### src/rtl/uart_defines.svh
`ifndef UART_DEFINES_SVH
`define UART_DEFINES_SVH

// Register map
`define UART_ADDR_DATA   3'd0
`define UART_ADDR_STATUS 3'd1
`define UART_ADDR_DIV    3'd2

// Depth must equal 2**AW
`define UART_FIFO_DEPTH 8
`define UART_FIFO_AW    3

// Clocks per bit
`define UART_DEFAULT_DIV 16'd16
`define UART_MIN_DIV     16'd4

`endif

### src/rtl/uart_pkg.sv
`default_nettype none

`include "uart_defines.svh"

package uart_pkg;

  typedef logic [2:0] uart_addr_t;
  typedef logic [7:0] uart_byte_t;
  typedef logic [15:0] uart_div_t;
  typedef logic [15:0] uart_word_t;
  typedef logic [`UART_FIFO_AW-1:0] uart_fifo_ptr_t;

  // Bus access sequencer
  typedef enum logic [2:0] {Idle, Read, Write, EndOp, Final} uart_fsm_state_t;

  // Serial frame states
  typedef enum logic [1:0] {TxIdle, TxStart, TxData, TxStop} uart_tx_state_t;
  typedef enum logic [1:0] {RxIdle, RxStart, RxData, RxStop} uart_rx_state_t;

endpackage

`default_nettype wire

### src/rtl/uart_fsm.sv
`timescale 1ns/1ps
`default_nettype none

`include "uart_defines.svh"

module uart_fsm (
  input  wire                   clock,
  input  wire                   reset,
  input  wire                   rd_en,
  input  wire                   wr_en,
  input  wire uart_pkg::uart_addr_t addr,
  output logic                  op,
  output logic                  ack,
  output logic                  bank_rd_en,
  output logic                  bank_wr_en,
  output logic                  rxdata_wr_en,
  output logic                  tx_fifo_wr_en,
  output logic                  rx_fifo_rd_en
);

  uart_pkg::uart_fsm_state_t state;
  uart_pkg::uart_fsm_state_t next_state;
  logic is_data;

  // Data register is shared by the tx push and the rx pop
  assign is_data = (addr == `UART_ADDR_DATA);

  always_ff @(posedge clock or posedge reset) begin
    if (reset) begin
      state <= uart_pkg::Idle;
    end else begin
      state <= next_state;
    end
  end

  always_comb begin
    next_state = uart_pkg::Idle;
    case (state)
      uart_pkg::Idle: begin
        if (rd_en) begin
          next_state = uart_pkg::Read;
        end else if (wr_en) begin
          next_state = uart_pkg::Write;
        end
      end
      uart_pkg::Read, uart_pkg::Write: begin
        if (is_data) begin
          next_state = uart_pkg::EndOp;
        end else begin
          next_state = uart_pkg::Final;
        end
      end
      uart_pkg::EndOp: next_state = uart_pkg::Final;
      default: next_state = uart_pkg::Idle;
    endcase
  end

  // Outputs registered from the next state
  always_ff @(posedge clock or posedge reset) begin
    if (reset) begin
      op            <= 1'b0;
      ack           <= 1'b0;
      bank_rd_en    <= 1'b0;
      bank_wr_en    <= 1'b0;
      rxdata_wr_en  <= 1'b0;
      tx_fifo_wr_en <= 1'b0;
    end else begin
      op            <= 1'b0;
      ack           <= 1'b0;
      bank_rd_en    <= 1'b0;
      bank_wr_en    <= 1'b0;
      rxdata_wr_en  <= 1'b0;
      tx_fifo_wr_en <= 1'b0;
      case (next_state)
        uart_pkg::Read: begin
          op         <= 1'b1;
          bank_rd_en <= 1'b1;
        end
        uart_pkg::Write: begin
          op         <= 1'b1;
          bank_wr_en <= 1'b1;
        end
        uart_pkg::EndOp: begin
          op            <= 1'b1;
          rxdata_wr_en  <= bank_rd_en & is_data;
          tx_fifo_wr_en <= bank_wr_en & is_data;
        end
        uart_pkg::Final: ack <= 1'b1;
        default: ;
      endcase
    end
  end

  // Pop in the Read cycle so rd_data is ready for EndOp
  assign rx_fifo_rd_en = bank_rd_en & is_data;

endmodule

`default_nettype wire

### src/rtl/uart_regs.sv
`timescale 1ns/1ps
`default_nettype none

`include "uart_defines.svh"

module uart_regs (
  input  wire                   clock,
  input  wire                   reset,
  input  wire uart_pkg::uart_addr_t addr,
  input  wire uart_pkg::uart_word_t wdata,
  input  wire                   bank_rd_en,
  input  wire                   bank_wr_en,
  input  wire                   rxdata_wr_en,
  input  wire uart_pkg::uart_byte_t rx_data,
  input  wire                   tx_empty,
  input  wire                   tx_full,
  input  wire                   rx_empty,
  input  wire                   rx_full,
  input  wire                   tx_busy,
  input  wire                   rx_overrun,
  output uart_pkg::uart_word_t  rdata,
  output uart_pkg::uart_div_t   divisor
);

  logic overrun_flag;
  logic status_rd;
  uart_pkg::uart_word_t status;

  assign status_rd = bank_rd_en && (addr == `UART_ADDR_STATUS);

  assign status = {10'b0, tx_busy, overrun_flag, rx_full, rx_empty, tx_full, tx_empty};

  always_ff @(posedge clock or posedge reset) begin
    if (reset) begin
      divisor <= `UART_DEFAULT_DIV;
    end else if (bank_wr_en && (addr == `UART_ADDR_DIV)) begin
      // Clamp so the receiver always has a usable half period
      if (wdata < `UART_MIN_DIV) begin
        divisor <= `UART_MIN_DIV;
      end else begin
        divisor <= wdata;
      end
    end
  end

  // A new overrun wins over a clear in the same cycle
  always_ff @(posedge clock or posedge reset) begin
    if (reset) begin
      overrun_flag <= 1'b0;
    end else if (rx_overrun) begin
      overrun_flag <= 1'b1;
    end else if (status_rd) begin
      overrun_flag <= 1'b0;
    end
  end

  always_ff @(posedge clock) begin
    if (rxdata_wr_en) begin
      rdata <= {8'h00, rx_data};
    end else if (bank_rd_en && (addr != `UART_ADDR_DATA)) begin
      case (addr)
        `UART_ADDR_STATUS: rdata <= status;
        `UART_ADDR_DIV:    rdata <= divisor;
        default:           rdata <= '0;
      endcase
    end
  end

endmodule

`default_nettype wire

### src/rtl/uart_fifo.sv
`timescale 1ns/1ps
`default_nettype none

`include "uart_defines.svh"

module uart_fifo (
  input  wire                   clock,
  input  wire                   reset,
  input  wire                   wr_en,
  input  wire uart_pkg::uart_byte_t wr_data,
  input  wire                   rd_en,
  output uart_pkg::uart_byte_t  rd_data,
  output logic                  empty,
  output logic                  full
);

  uart_pkg::uart_byte_t mem [`UART_FIFO_DEPTH];
  uart_pkg::uart_fifo_ptr_t wr_ptr;
  uart_pkg::uart_fifo_ptr_t rd_ptr;
  logic wr_wrap;
  logic rd_wrap;
  logic push;
  logic pop;

  // Wrap bits tell full from empty when the pointers meet
  assign empty = (wr_ptr == rd_ptr) && (wr_wrap == rd_wrap);
  assign full  = (wr_ptr == rd_ptr) && (wr_wrap != rd_wrap);

  assign push = wr_en && !full;
  assign pop  = rd_en && !empty;

  always_ff @(posedge clock or posedge reset) begin
    if (reset) begin
      wr_ptr  <= '0;
      wr_wrap <= 1'b0;
      rd_ptr  <= '0;
      rd_wrap <= 1'b0;
    end else begin
      if (push) begin
        {wr_wrap, wr_ptr} <= {wr_wrap, wr_ptr} + 1'b1;
      end
      if (pop) begin
        {rd_wrap, rd_ptr} <= {rd_wrap, rd_ptr} + 1'b1;
      end
    end
  end

  always_ff @(posedge clock) begin
    if (push) begin
      mem[wr_ptr] <= wr_data;
    end
    if (pop) begin
      rd_data <= mem[rd_ptr];
    end
  end

endmodule

`default_nettype wire

### src/rtl/uart_tx.sv
`timescale 1ns/1ps
`default_nettype none

module uart_tx (
  input  wire                   clock,
  input  wire                   reset,
  input  wire uart_pkg::uart_div_t divisor,
  input  wire                   fifo_empty,
  input  wire uart_pkg::uart_byte_t fifo_data,
  output logic                  fifo_rd_en,
  output logic                  txd,
  output logic                  busy
);

  uart_pkg::uart_tx_state_t state;
  uart_pkg::uart_div_t bit_div;
  uart_pkg::uart_div_t count;
  uart_pkg::uart_byte_t shift;
  logic [2:0] bit_idx;
  logic bit_end;

  assign bit_end    = (count == bit_div - 16'd1);
  assign fifo_rd_en = (state == uart_pkg::TxIdle) && !fifo_empty;
  assign busy       = (state != uart_pkg::TxIdle) || fifo_rd_en;

  always_ff @(posedge clock or posedge reset) begin
    if (reset) begin
      state   <= uart_pkg::TxIdle;
      bit_div <= '0;
      count   <= '0;
      bit_idx <= '0;
      txd     <= 1'b1;
    end else begin
      count <= count + 16'd1;
      case (state)
        uart_pkg::TxIdle: begin
          count <= '0;
          if (!fifo_empty) begin
            state   <= uart_pkg::TxStart;
            bit_div <= divisor;
            txd     <= 1'b0;
          end
        end
        uart_pkg::TxStart: begin
          if (bit_end) begin
            state   <= uart_pkg::TxData;
            count   <= '0;
            bit_idx <= '0;
            txd     <= shift[0];
          end
        end
        uart_pkg::TxData: begin
          if (bit_end) begin
            count <= '0;
            if (bit_idx == 3'd7) begin
              state <= uart_pkg::TxStop;
              txd   <= 1'b1;
            end else begin
              bit_idx <= bit_idx + 3'd1;
              txd     <= shift[1];
            end
          end
        end
        default: begin
          if (bit_end) begin
            state <= uart_pkg::TxIdle;
          end
        end
      endcase
    end
  end

  // Byte arrives one cycle after the pop
  always_ff @(posedge clock) begin
    if (state == uart_pkg::TxStart && count == '0) begin
      shift <= fifo_data;
    end else if (state == uart_pkg::TxData && bit_end) begin
      shift <= shift >> 1;
    end
  end

endmodule

`default_nettype wire

### src/rtl/uart_rx.sv
`timescale 1ns/1ps
`default_nettype none

module uart_rx (
  input  wire                   clock,
  input  wire                   reset,
  input  wire uart_pkg::uart_div_t divisor,
  input  wire                   rxd,
  input  wire                   fifo_full,
  output logic                  fifo_wr_en,
  output uart_pkg::uart_byte_t  fifo_data,
  output logic                  overrun
);

  uart_pkg::uart_rx_state_t state;
  uart_pkg::uart_div_t bit_div;
  uart_pkg::uart_div_t count;
  uart_pkg::uart_byte_t shift;
  logic [2:0] bit_idx;
  logic rxd_meta;
  logic rxd_sync;
  logic bit_end;
  logic half_end;

  assign bit_end  = (count == bit_div - 16'd1);
  assign half_end = (count == (bit_div >> 1) - 16'd1);
  assign fifo_data = shift;

  // Line idles high
  always_ff @(posedge clock or posedge reset) begin
    if (reset) begin
      rxd_meta <= 1'b1;
      rxd_sync <= 1'b1;
    end else begin
      rxd_meta <= rxd;
      rxd_sync <= rxd_meta;
    end
  end

  always_ff @(posedge clock or posedge reset) begin
    if (reset) begin
      state      <= uart_pkg::RxIdle;
      bit_div    <= '0;
      count      <= '0;
      bit_idx    <= '0;
      fifo_wr_en <= 1'b0;
      overrun    <= 1'b0;
    end else begin
      count      <= count + 16'd1;
      fifo_wr_en <= 1'b0;
      overrun    <= 1'b0;
      case (state)
        uart_pkg::RxIdle: begin
          count <= '0;
          if (!rxd_sync) begin
            state   <= uart_pkg::RxStart;
            bit_div <= divisor;
          end
        end
        uart_pkg::RxStart: begin
          // Glitch shorter than half a bit goes back to idle
          if (half_end) begin
            count   <= '0;
            bit_idx <= '0;
            state   <= rxd_sync ? uart_pkg::RxIdle : uart_pkg::RxData;
          end
        end
        uart_pkg::RxData: begin
          if (bit_end) begin
            count   <= '0;
            bit_idx <= bit_idx + 3'd1;
            if (bit_idx == 3'd7) begin
              state <= uart_pkg::RxStop;
            end
          end
        end
        default: begin
          if (bit_end) begin
            state <= uart_pkg::RxIdle;
            if (rxd_sync) begin
              fifo_wr_en <= !fifo_full;
              overrun    <= fifo_full;
            end
          end
        end
      endcase
    end
  end

  always_ff @(posedge clock) begin
    if (state == uart_pkg::RxData && bit_end) begin
      shift <= {rxd_sync, shift[7:1]};
    end
  end

endmodule

`default_nettype wire

### src/rtl/uart_top.sv
`timescale 1ns/1ps
`default_nettype none

module uart_top (
  input  wire                   clock,
  input  wire                   reset,
  input  wire                   rd_en,
  input  wire                   wr_en,
  input  wire uart_pkg::uart_addr_t addr,
  input  wire uart_pkg::uart_word_t wdata,
  input  wire                   rxd,
  output uart_pkg::uart_word_t  rdata,
  output logic                  op,
  output logic                  ack,
  output logic                  txd
);

  logic bank_rd_en;
  logic bank_wr_en;
  logic rxdata_wr_en;
  logic tx_fifo_wr_en;
  logic rx_fifo_rd_en;
  logic tx_fifo_rd_en;
  logic rx_fifo_wr_en;
  logic tx_empty;
  logic tx_full;
  logic rx_empty;
  logic rx_full;
  logic tx_busy;
  logic rx_overrun;
  uart_pkg::uart_div_t divisor;
  uart_pkg::uart_byte_t tx_byte;
  uart_pkg::uart_byte_t rx_byte;
  uart_pkg::uart_byte_t rx_fifo_data;

  uart_fsm u_fsm (
    .clock, .reset, .rd_en, .wr_en, .addr, .op, .ack,
    .bank_rd_en, .bank_wr_en, .rxdata_wr_en, .tx_fifo_wr_en, .rx_fifo_rd_en
  );

  uart_regs u_regs (
    .clock, .reset, .addr, .wdata, .bank_rd_en, .bank_wr_en, .rxdata_wr_en,
    .rx_data(rx_fifo_data), .tx_empty, .tx_full, .rx_empty, .rx_full,
    .tx_busy, .rx_overrun, .rdata, .divisor
  );

  // Transmit path
  uart_fifo tx_fifo (
    .clock, .reset, .wr_en(tx_fifo_wr_en), .wr_data(wdata[7:0]),
    .rd_en(tx_fifo_rd_en), .rd_data(tx_byte), .empty(tx_empty), .full(tx_full)
  );

  uart_tx u_tx (
    .clock, .reset, .divisor, .fifo_empty(tx_empty), .fifo_data(tx_byte),
    .fifo_rd_en(tx_fifo_rd_en), .txd, .busy(tx_busy)
  );

  // Receive path
  uart_rx u_rx (
    .clock, .reset, .divisor, .rxd, .fifo_full(rx_full),
    .fifo_wr_en(rx_fifo_wr_en), .fifo_data(rx_byte), .overrun(rx_overrun)
  );

  uart_fifo rx_fifo (
    .clock, .reset, .wr_en(rx_fifo_wr_en), .wr_data(rx_byte),
    .rd_en(rx_fifo_rd_en), .rd_data(rx_fifo_data), .empty(rx_empty), .full(rx_full)
  );

endmodule

`default_nettype wire

### config.mk
export PLATFORM = sky130hd
export DESIGN_NAME = uart_top
export DESIGN_NICKNAME = d
export VERILOG_FILES = /design/src/rtl/uart_pkg.sv /design/src/rtl/uart_fsm.sv /design/src/rtl/uart_regs.sv /design/src/rtl/uart_fifo.sv /design/src/rtl/uart_tx.sv /design/src/rtl/uart_rx.sv /design/src/rtl/uart_top.sv
export VERILOG_INCLUDE_DIRS = /design/src /design/src/rtl
export SDC_FILE = /design/constraint.sdc
export NUM_CORES = 1
export LEC_CHECK = 0
export ABC_AREA = 0
export BUFFER_PORTS_ARGS = -buffer_cell sky130_fd_sc_hd__buf_2
export CORE_ASPECT_RATIO = 0.8
export CORE_MARGIN = 4
export CORE_UTILIZATION = 62
export DETAILED_ROUTE_END_ITERATION = 16
export PLACE_DENSITY = 0.8
export SLEW_MARGIN = 20
export SYNTH_ARGS = -nofsm -noshare
export SYNTH_HDL_FRONTEND = slang
export SYNTH_SLANG_ARGS = --single-unit
export TNS_END_PERCENT = 1
### constraint.sdc
create_clock -name clock -period 4.7 [get_ports clock]
set_clock_uncertainty 0.1 [all_clocks]
set_input_delay 0.47 -clock clock [delete_from_list [all_inputs] [get_ports clock]]
set_output_delay 0.47 -clock clock [all_outputs]
set_load 0.05 [all_outputs]
# Word-level counts from Yosys, hierarchy flattened
# Memories as Yosys holds them, arrays and structs flattened. A register that Yosys moved wholly into a read port is not among the register bits.
# Cells that the tools add are included.
dict set report word_totals {
  n_memories 2
  regBits 153
  word_cells 189
  out_inout_bits 19
  mem_bits_rw 128
  input_bits 24
}
# name depth word_bits read_ports rd_clocked_by_memory_dff write_ports line
set mem_list {}
lappend mem_list {rx_fifo.mem 8 8 1 1 1 uart_fifo.sv:17} ;# uart_pkg::uart_byte_t mem [`UART_FIFO_DEPTH];
lappend mem_list {tx_fifo.mem 8 8 1 1 1 uart_fifo.sv:17}
dict set report classes {
  order_cmp 1
  reduce_logical 46
  n_mux 58
  n_addsub 11
  bitwise 4
  n_eq_ne 33
}
# op n
set ops {}
lappend ops {{two-way mux 16 bit} 4}
lappend ops {{case mux 16 bit (2 select lines)} 2}
lappend ops {{== test 16 bit} 3}
lappend ops {{case mux 16 bit (3 select lines)} 1}
lappend ops {{adder 16 x 1 -> 16 bit, second input constant} 2}
lappend ops {{two-way mux 8 bit} 4}
lappend ops {{subtractor 16 x 1 -> 16 bit, second input constant} 2}
lappend ops {{two-way mux 2 bit} 12}
lappend ops {{two-way mux 1 bit} 22}
lappend ops {{two-way mux 3 bit} 7}
lappend ops {{adder 4 x 1 -> 4 bit, second input constant} 4}
lappend ops {{zero test 16 bit} 1}
lappend ops {{less-than comparator 16 x 3 -> 1 bit, second input constant} 1}
lappend ops {{subtractor 15 x 1 -> 16 bit, second input constant} 1}
lappend ops {{== test 3 x 2 -> 1 bit, second input constant} 5}
lappend ops {{logical AND 1 bit} 15}
lappend ops {{nonzero test 2 bit} 7}
lappend ops {{!= test 2 x 1 -> 1 bit, second input constant} 6}
lappend ops {{case mux 2 bit (3 select lines)} 2}
lappend ops {{case mux 3 bit (2 select lines)} 2}
lappend ops {{AND reduction 5 bit} 2}
lappend ops {{== test 3 x 1 -> 1 bit, second input constant} 3}
lappend ops {{== test 3 bit, second input constant} 3}
lappend ops {{case mux 3 bit (3 select lines)} 1}
lappend ops {{other kinds (20)} 41}

# Logic depth before layout (Yosys ltp)
# Gate-level depths: netlist (run 1).
dict set report depth {
  depth_word 8
  mapped_depth 12
  mapped_depth_nobuf 10
}

# Cells and area by module
# From an unflattened synthesis (run 1), not the netlist that was laid out.
dict set report hier_totals {
  hier_cells 1088
  hier_area_um2 14627.8
}
# module seq_area_each_um2 cells_each n_inst area_each_um2
set by_module_without_submodules {}
lappend by_module_without_submodules {{uart_fifo at tx_fifo} 2362.3 159 1 3348.2}
lappend by_module_without_submodules {{uart_fifo at rx_fifo} 2362.3 157 1 3337.0}
lappend by_module_without_submodules {uart_rx 1268.7 330 1 3175.5}
lappend by_module_without_submodules {uart_tx 1192.4 303 1 2954.1}
lappend by_module_without_submodules {uart_regs 827.0 107 1 1402.6}
lappend by_module_without_submodules {uart_fsm 225.2 32 1 410.4}

# Worst setup path before layout (run 1)
# OpenSTA, ideal clock, no wires.
dict set report synth_timing {
  path_type {reg2reg}
  start {reg u_tx.bit_div[4]}
  end {reg u_tx.shift[0] (enable)}
  t_arrival_ns 3.032
  period_less_slack_ns 3.516
  n_path_buf 1
  path_slack_ns 1.184
  setup_ns 0.384
  required_ns 4.216
  path_stages_with_launch 9
  cell_sequence {dfrtp_1 > or4_1 > clkbuf_1 > or3_1 > a2111oi_0 > o31ai_1 > a22oi_1 > nand4_1 > o21ai_0}
}
dict set report synth_via {
  elab_chain_len 4
}
# element line
set synth_lines {}
lappend synth_lines {{start: declaration} uart_tx.sv:16} ;# uart_pkg::uart_div_t bit_div;
lappend synth_lines {{start signal: assignment} uart_tx.sv:40} ;# bit_div <= divisor;
lappend synth_lines {{subtractor 16 x 1 -> 16 bit} uart_tx.sv:22} ;# assign bit_end = (count == bit_div - 16'd1);
lappend synth_lines {{== test 16 bit} uart_tx.sv:22}
lappend synth_lines {{logical AND 1 bit} uart_tx.sv:77} ;# end else if (state == uart_pkg::TxData && bit_end) begin
lappend synth_lines {{nonzero test 2 bit (no line)} -}
lappend synth_lines {{end signal: assignment} uart_tx.sv:76} ;# shift <= fifo_data;
lappend synth_lines {{end signal: assignment} uart_tx.sv:78} ;# shift <= shift >> 1;
lappend synth_lines {{end: declaration} uart_tx.sv:18} ;# uart_pkg::uart_byte_t shift;
# Every way passes these cells.
# A chain may end at the register's enable or synchronous reset.

# Worst setup path in the final report (run 1)
dict set report layout_timing {
  start {reg u_rx.bit_div[1]}
  end {reg u_rx.count[9]}
}
dict set report layout_via {
  elab_chain_len 4
  word_cells_on_any_way 7
  cone_classes {2 x add/sub; 2 x eq/ne; 3 x mux}
}
# element line
set layout_lines {}
lappend layout_lines {{start: declaration} uart_rx.sv:16} ;# uart_pkg::uart_div_t bit_div;
lappend layout_lines {{start signal: assignment} uart_rx.sv:57} ;# bit_div <= divisor;
lappend layout_lines {{subtractor 16 x 1 -> 16 bit / subtractor 15 x 1 -> 16 bit (equally long branches)} {uart_rx.sv:25, uart_rx.sv:26}}
lappend layout_lines {{== test 16 bit (on tied branches)} {uart_rx.sv:25, uart_rx.sv:26}}
lappend layout_lines {{two-way mux 16 bit (on tied branches)} {uart_rx.sv:69, uart_rx.sv:62}}
lappend layout_lines {{case mux 16 bit (3 select lines) (*)} uart_rx.sv:52} ;# case (state)
lappend layout_lines {{end signal: assignment} uart_rx.sv:49} ;# count <= count + 16'd1;
lappend layout_lines {{end: declaration} uart_rx.sv:17} ;# uart_pkg::uart_div_t count;
# Every way passes the cells marked *; elsewhere a longest branch is shown, timed or not.

==> results of run 1 <==
## synth_stat cells, types with 15 or more instances
master and count:
edfxtp_1 168, nand2_1 118, dfrtp_1 117, nor2_1 74, xnor2_1 62, mux2_2 56, clkbuf_1 45, xor2_1 39
mux4_2 32, inv_1 30, nand3_1 27, nor3_1 26, o21ai_0 25, ha_1 22, nor4_1 15
## power groups by stage
| stage | Sequential [mW] | Clock [mW] | Combinational [mW] |
|---|---|---|---|
| after CTS | 3.69 | 2.20 | 2.63 |
| after global routing | 3.76 | 2.33 | 2.92 |
| after global placement | 3.71 | 0 | 2.54 |
| after floorplan | 3.57 | 0 | 2.11 |
| after detailed placement | 3.73 | 0 | 2.60 |
| final | 3.69 | 2.17 | 2.62 |
## worst max-delay path: cells and delay by family, from the launching register on
| family | cells | cell delay (ns) |
|---|---|---|
| buffers and inverters | 1 | 0.19 |
| flip-flops | 1 | 0.44 |
| AND/OR/NAND/NOR | 5 | 1.63 |
| AO/OA/AOI/OAI | 3 | 0.98 |
| adder cells (fa/ha/maj) | 1 | 0.37 |
## logic make-up after synthesis
family | count (synthesis) | synth area share
compound gates | 99 | 0.05057
buf+inv | 89 | 0.02551
flops | 297 | 0.6020
mux | 95 | 0.1039
simple gates | 359 | 0.1316
xor+xnor | 102 | 0.06629
fa+ha+maj | 22 | 0.02012
## repair_timing
action                                 CTS  global route
hold buffers                             2             0
endpoints found under the hold margin    3             0
setup buffers                            0             0
## metal layers
metal	GRT usage	part of all wire	wire length, um
met5	0	0	0
met1	0.3450	0.45	12660
met4	0.06081	0.023	659
met2	0.3718	0.47	13160
met3	0.03673	0.057	1591
## path summary, 6_finish.rpt
path / to / cells past startpoint / from
max: u_rx.count[9]$_DFF_PP0_ / 10 / u_rx.bit_div[1]$_DFFE_PP0P_
min in group asynchronous: rx_fifo.wr_wrap$_DFFE_PP0P_ / 3 / reset
max reg2reg: u_rx.count[9]$_DFF_PP0_ / 10 / u_rx.bit_div[1]$_DFFE_PP0P_
min: u_fsm.bank_rd_en$_DFF_PP0_ / 2 / rd_en
max in group asynchronous: u_regs.divisor[4]$_DFFE_PP1P_ / 4 / reset
min reg2reg: u_rx.rxd_sync$_DFF_PP1_ / 0 / u_rx.rxd_meta$_DFF_PP1_
## registers in the layout, indices dropped and copies added (netlist names), 8 cells and up
signal / flops
u_rx.count: 16
u_tx.bit_div: 16
u_tx.shift: 8
u_rx.fifo_data: 8
u_tx.count: 16
tx_fifo.rd_data: 8
tx_fifo.mem: 64
u_regs.rdata: 16
u_rx.bit_div: 16
u_regs.divisor: 16
rx_fifo.mem: 64
rx_fifo.rd_data: 8
## cell type report
| type | count | share of cell area |
|---|---|---|
| clock inverter | 10 | 0.003825 |
| inverter | 30 | 0.007649 |
| tap | 275 | 0.02287 |
| sequential | 297 | 0.5474 |
| clock buffer | 42 | 0.05554 |
| multi-input combinational | 677 | 0.3394 |
| timing repair buffer | 60 | 0.02328 |
## through the flow
stage | util | cells | hold WS, ns | area [sq um] | worst slack (ns)
floorplan | - | 1063 | 0.2452 | 13680 | 0.9224
finish | 0.6960 | 1391 | 0.07150 | 15050 | 0.8427
global route | 0.6960 | 1391 | 0.05354 | 15050 | 0.5093
detailed placement | 0.6535 | 1337 | 0.2509 | 14130 | 0.8811
CTS | 0.6957 | 1391 | 0.05303 | 15040 | 0.8594
global placement | 0.6535 | 1337 | 0.2480 | 14130 | 0.9812
==> impl_metrics.csv, run 1 <==
group,metric,value,unit
placement,dpl.hpwl,18850,um
floorplan,die_x,174.1,um
power,clkPwrFrac,0.255,
clocking,root_buffer,"clkbuf_16",
sta,fin_crit_sh,0.8207,
logic_synthesis,ys.flop_type,"edfxtp_1",
routing,drtAntennaViolNets,0,
clocking,cts_tree,"built",
logic_synthesis,synth_nets,1109,
critical_path,rrSetupSlack,0.84,ns
logic_synthesis,synth_cell_types,70,
logic_synthesis,ys_ff_latch,297,
routing,first_pass_iters,5,
critical_path,endpoint_kind,"flop",
critical_path,cp.arrival,4.14,ns
logic_synthesis,syn_avg_cell_area,12.87,sq um
floorplan,core_area,21620,sq um
sta,drv_slew,0,
routing,drc,0,
clocking,h-tree-depth,1,
power,power,8.483,mW
critical_path,crit_chain,"inv_1 > ha_1 > or4b_1 > nor3_1 > o211ai_1 > a2111oi_4 > nand4_2 > a221o_1 > nor2_2 > nor2_1",
global_route,grt_overflow,0,
power,switching_power,2.917,mW
sta,final-setup-viol-count,0,
final_layout,nets,1140,
power,vdd_drop_max,0.3790,mV
final_layout,nFillCells,1481,
routing,initialDrtViolationCount,877,
power,p_leak,5.874,nW
power,power.density,563.7,nW/um^2
final_layout,regArea,8238,sq um
logic_synthesis,synthCells,1063,
final_layout,multiInputGateArea,5107,sq um
logic_synthesis,synth_top_cell_area_share,0.3687,
routing,via_count,8401,
global_route,grt_pass1_vias,8335,
global_route,antenna_found_initial,0,
power,seqPwrFrac,0.436,
floorplan,die_area,24530,sq um
floorplan,num_rows,48,
sta,maxSlewHeadroom,0.2676,
run_status,status,"finished clean",
sta,setup_tns,0,ns
critical_path,required,4.98,ns
global_route,grt_start_max_net_pins,64,
critical_path,cp_max_fo,16,
logic_synthesis,synth_edf_count,168,
sta,final-hold-violation-count,0,
placement,portBuffers,42,
power,switching_share,0.3438,
floorplan,die_height,140.9,um
final_layout,diodes,0,
routing,wire_per_inst,20.18,um
flow_run,cap_viol_max_count,0,
floorplan,ioPinCount,43,
logic_synthesis,syn_area,13680,sq um
clocking,clock_latency,0.53,ns
worst_hold_path,hold_path.class,"primary input to flop",
clocking,ctsResizeCount,0,
placement,gp_congestion,0.9266,
final_layout,layout-drive-gt1-share,0.1944,
logic_synthesis,synth_warnings,0,
critical_path,critPathSlowestCell,"or4b_1",
power,combPwrFrac,0.309,
clocking,cts_made_buffers,28,
sta,worst_pin_slew,1.096,ns
final_layout,layout_common_cells,"edfxtp_1 (168), nand2_1 (118), dfrtp_1 (117)",
clocking,cts_buffer_depth,3,
floorplan,initial_core_util,0.6329,
sta,grt_setup_unrepaired,"no",
critical_path,criticalPathCategory,"flop to flop",
clocking,cts_sinks,297,
global_route,track_usage,0.2340,
routing,routed_wirelength,28070,um
final_layout,final_common_cell,"edfxtp_1",
logic_synthesis,synth-async-reset-ratio,0.4074,
sta,fmax,259.3,MHz
critical_path,startpoint_type,"flop",
routing,viasPerCell,6.040,
logic_synthesis,synthTopCellsByArea,"edfxtp_1 (37%), dfrtp_1 (21%), mux4_2 (5.3%)",
power,p_int,5.566,mW
clocking,clk_pin_slew,0.06,ns
final_layout,syn2layout_area_growth,9.976,%
logic_synthesis,yosysTopAreaCell,"edfxtp_1",
global_route,grt_first_pass_wirelength,45620,um
logic_synthesis,ys_seq_area_frac,0.6020,
critical_path,cpPeakStageDelay,0.57,ns
sta,layout_min_cycle_time,3.857,ns
Power figures use the tool's default switching activity.
==> run 2: changes to the inputs <==
--- a/config.mk
+++ b/config.mk
@@ -6,13 +6,13 @@
 export SDC_FILE = /design/constraint.sdc
 export NUM_CORES = 1
 export LEC_CHECK = 0
-export ABC_AREA = 0
+export ABC_AREA = 1
 export BUFFER_PORTS_ARGS = -buffer_cell sky130_fd_sc_hd__buf_2
 export CORE_ASPECT_RATIO = 0.8
 export CORE_MARGIN = 4
 export CORE_UTILIZATION = 62
 export DETAILED_ROUTE_END_ITERATION = 16
-export PLACE_DENSITY = 0.8
+export PLACE_DENSITY = 0.79
 export SLEW_MARGIN = 20
 export SYNTH_ARGS = -nofsm -noshare
 export SYNTH_HDL_FRONTEND = slang
==> constraint.sdc (replaced) <==
create_clock -name clock -period 3.6 [get_ports clock]
set_clock_uncertainty 0.1 [all_clocks]
set_input_delay 0.36 -clock clock [delete_from_list [all_inputs] [get_ports clock]]
set_output_delay 0.36 -clock clock [all_outputs]
set_load 0.05 [all_outputs]
==> run 2 against run 1 <==
Utilization is 0.80 points higher. Global-route usage up 2.0 points. Clock power increased by 40%. Sequential share of layout area shrank 2.9 points. Combinational power up 34%. Fmax up 43%. Worst hold slack got worse by 0.033 ns. Synthesized area grew 4.4%. Via count grew 26%. Critical path depth increased by 2. Critical path type unchanged. Register-to-register slack better by 0.05 ns. Synthesized cell count increased by 45%.
==> impl_metrics.csv, run 2 <==
group,metric,value,unit
global_route,grt_first_pass_wirelength,51580,um
sta,setup_tns,0,ns
clocking,clock_latency,0.56,ns
logic_synthesis,yosysMostFrequentCell,"nand2_1",
clocking,cts_sinks,297,
logic_synthesis,syn_avg_cell_area,9.262,sq um
critical_path,cpPeakStageDelay,0.49,ns
logic_synthesis,syn_area,14280,sq um
critical_path,critPathSlowestCell,"nor2_1",
power,p_leak,6.735,nW
global_route,grt_overflow,0,
critical_path,crit_chain,"inv_1 > ha_1 > inv_2 > nor2_2 > nand2_1 > nor2_2 > nand2_1 > nand2_1 > nand3_1 > nor2_4 > nand3_4 > nor2_1",
final_layout,layout_common_cells,"nand2_1 (327), nor2_1 (234), edfxtp_1 (168)",
sta,maxSlewHeadroom,0.3708,
power,vdd_drop_max,0.4482,mV
critical_path,cp_common_cell,"nand2_1",
placement,pre_cts_ws,0.9151,ns
floorplan,ioPinCount,43,
power,power.density,703.6,nW/um^2
routing,drtAntennaViolNets,0,
final_layout,fin_area,15880,sq um
critical_path,startpoint_type,"flop",
worst_hold_path,hold_path.class,"primary input to flop",
sta,grt_setup_unrepaired,"no",
logic_synthesis,synth_common_cells,"nand2_1 (327), nor2_1 (235), edfxtp_1 (168)",
final_layout,syn2layout_area_growth,11.20,%
placement,dpl.hpwl,21990,um
logic_synthesis,synth_warnings,0,
routing,via_count,10610,
critical_path,r2r-start,"u_rx.bit_div[1]$_DFFE_PP0P_",
clocking,cts_buffer_depth,3,
logic_synthesis,synth_edf_count,168,
logic_synthesis,synth-async-reset-ratio,0.4074,
placement,gp_congestion,0.9635,
routing,routed_wirelength,31800,um
final_layout,reg_top3,"rx_fifo.mem: 64 flops, tx_fifo.mem: 64 flops",
logic_synthesis,ys_seq_area_frac,0.5768,
logic_synthesis,synthTopCellsByArea,"edfxtp_1 (35%), dfrtp_1 (20%), nand2_1 (8.6%)",
clocking,cts_tree,"built",
critical_path,cp-startpoint,"u_rx.bit_div[1]$_DFFE_PP0P_",
logic_synthesis,synth_nets,1588,
global_route,grt_pass1_vias,9937,
global_route,grt_start_max_net_pins,122,
floorplan,die_area,25540,sq um
sta,final-hold-violation-count,0,
sta,fmax,369.5,MHz
routing,first_pass_iters,5,
floorplan,num_rows,49,
floorplan,die_height,143.8,um
critical_path,endpoint_kind,"flop",
logic_synthesis,ys_ff_latch,297,
routing,drc,0,
logic_synthesis,yosysTopAreaCell,"edfxtp_1",
final_layout,diodes,0,
final_layout,layout-drive-gt1-share,0.1043,
sta,final.setup.worst_slack,0.8939,ns
routing,wire_per_inst,16.50,um
run_status,status,"finished clean",
logic_synthesis,synthCells,1542,
placement,dpl-instance-area,14820,sq um
critical_path,cp_num_buf_inv,2,
logic_synthesis,synth_cell_types,44,
logic_synthesis,ys.flop_type,"edfxtp_1",
routing,initialDrtViolationCount,1263,
worst_hold_path,hold_start,"wdata[4]",
critical_path,cp.arrival,2.80,ns
critical_path,cp_max_fo,8,
sta,final-setup-viol-count,0,
clocking,ctsResizeCount,0,
global_route,antenna_found_initial,0,
clocking,root_buffer,"clkbuf_16",
floorplan,die_x,177.7,um
clocking,clk_pin_slew,0.06,ns
global_route,track_usage,0.2540,
sta,layout_min_cycle_time,2.706,ns
clocking,h-tree-depth,1,
critical_path,critical_path.top_delay_family,"simple AND/OR/NAND/NOR gates",
sta,worst_pin_slew,0.9366,ns
sta,drv_slew,0,
clocking,cts_made_buffers,29,
floorplan,core_area,22560,sq um
final_layout,nets,1644,
critical_path,required,3.69,ns
routing,viasPerCell,5.505,
floorplan,initial_core_util,0.6330,
critical_path,criticalPathCategory,"flop to flop",
flow_run,cap_viol_max_count,0,
logic_synthesis,synth_top_cell_area_share,0.3532,
final_layout,nFillCells,1714,
sta,fin_crit_sh,0.7517,
placement,portBuffers,42,
final_layout,final_common_cell,"nand2_1",
[run 2: worst min-delay path: stages]
cell	delay (ns)
buf_2	0.17
nand2_1	0.08
o21ai_0	0.07
[run 2: area by class of cell]
cell class,count,area [sq um],area share
flip-flops and latches,297,8238,0.5187
multi-input cells,1033,5233,0.3294
clock buffers,36,752.0,0.04735
inverters,170,641.9,0.04041
repair buffers,67,437.9,0.02757
well taps,306,382.9,0.02411
clock inverters,18,197.7,0.01245
[run 2: logic make-up after synthesis]
group                      share of synthesized area
adders and majority gates                    0.01927
and+or+nand+nor                               0.2267
AOI/OAI and AO/OA                            0.07727
DFF                                           0.5768
xor gates and xnor gates                     0.04293
buffers and inverters                        0.05703
[run 2: final timing paths]
kind                       slack (ns)                             to  depth (start not counted)
max                              0.89    u_rx.fifo_data[2]$_DFFE_PP_                         12
min                              0.04  u_regs.divisor[4]$_DFFE_PP1P_                          3
max reg2reg                      0.89    u_rx.fifo_data[2]$_DFFE_PP_                         12
min reg2reg                      0.26        u_rx.rxd_sync$_DFF_PP1_                          0
max in group asynchronous        2.46       u_tx.count[11]$_DFF_PP0_                          4
min in group asynchronous        0.44      u_tx.state[1]$_DFFE_PP0P_                          4
[run 2: timing repair]
item,4_1_cts,5_1_grt
hold buffers,11,0
buffers inserted,0,0
endpoints found under the hold margin,128,0
[run 2: through the flow]
step / power [mW] / hold WS [ns] / cells / util
2_1_floorplan: 7.226 / 0.2452 / 1542 / -
3_3_place_gp: 8.003 / 0.2470 / 1862 / 0.6570
3_5_place_dp: 8.134 / 0.2537 / 1862 / 0.6570
4_1_cts: 11.19 / 0.01949 / 1927 / 0.7040
5_1_grt: 11.87 / 0.03756 / 1927 / 0.7040
6_report: 11.17 / 0.03837 / 1927 / 0.7040
[run 2: per-layer routing]
metal  wire length [um]  GRT usage  vias to the layer above
met3               1748    0.03261                       58
met4                749    0.06225                        0
li1                   -          -                     5185
met5                  0          0                        -
met2              14510     0.3982                      316
met1              14800     0.3832                     5050
[run 2: report_power, final]
group	leakage, nW	internal, mW	switching, mW	total [mW]
Sequential	3.07	4.19	0.437	4.62
Clock	0.460	1.77	1.26	3.03
Combinational	3.20	1.13	2.39	3.52
Total	6.73	7.09	4.09	11.2
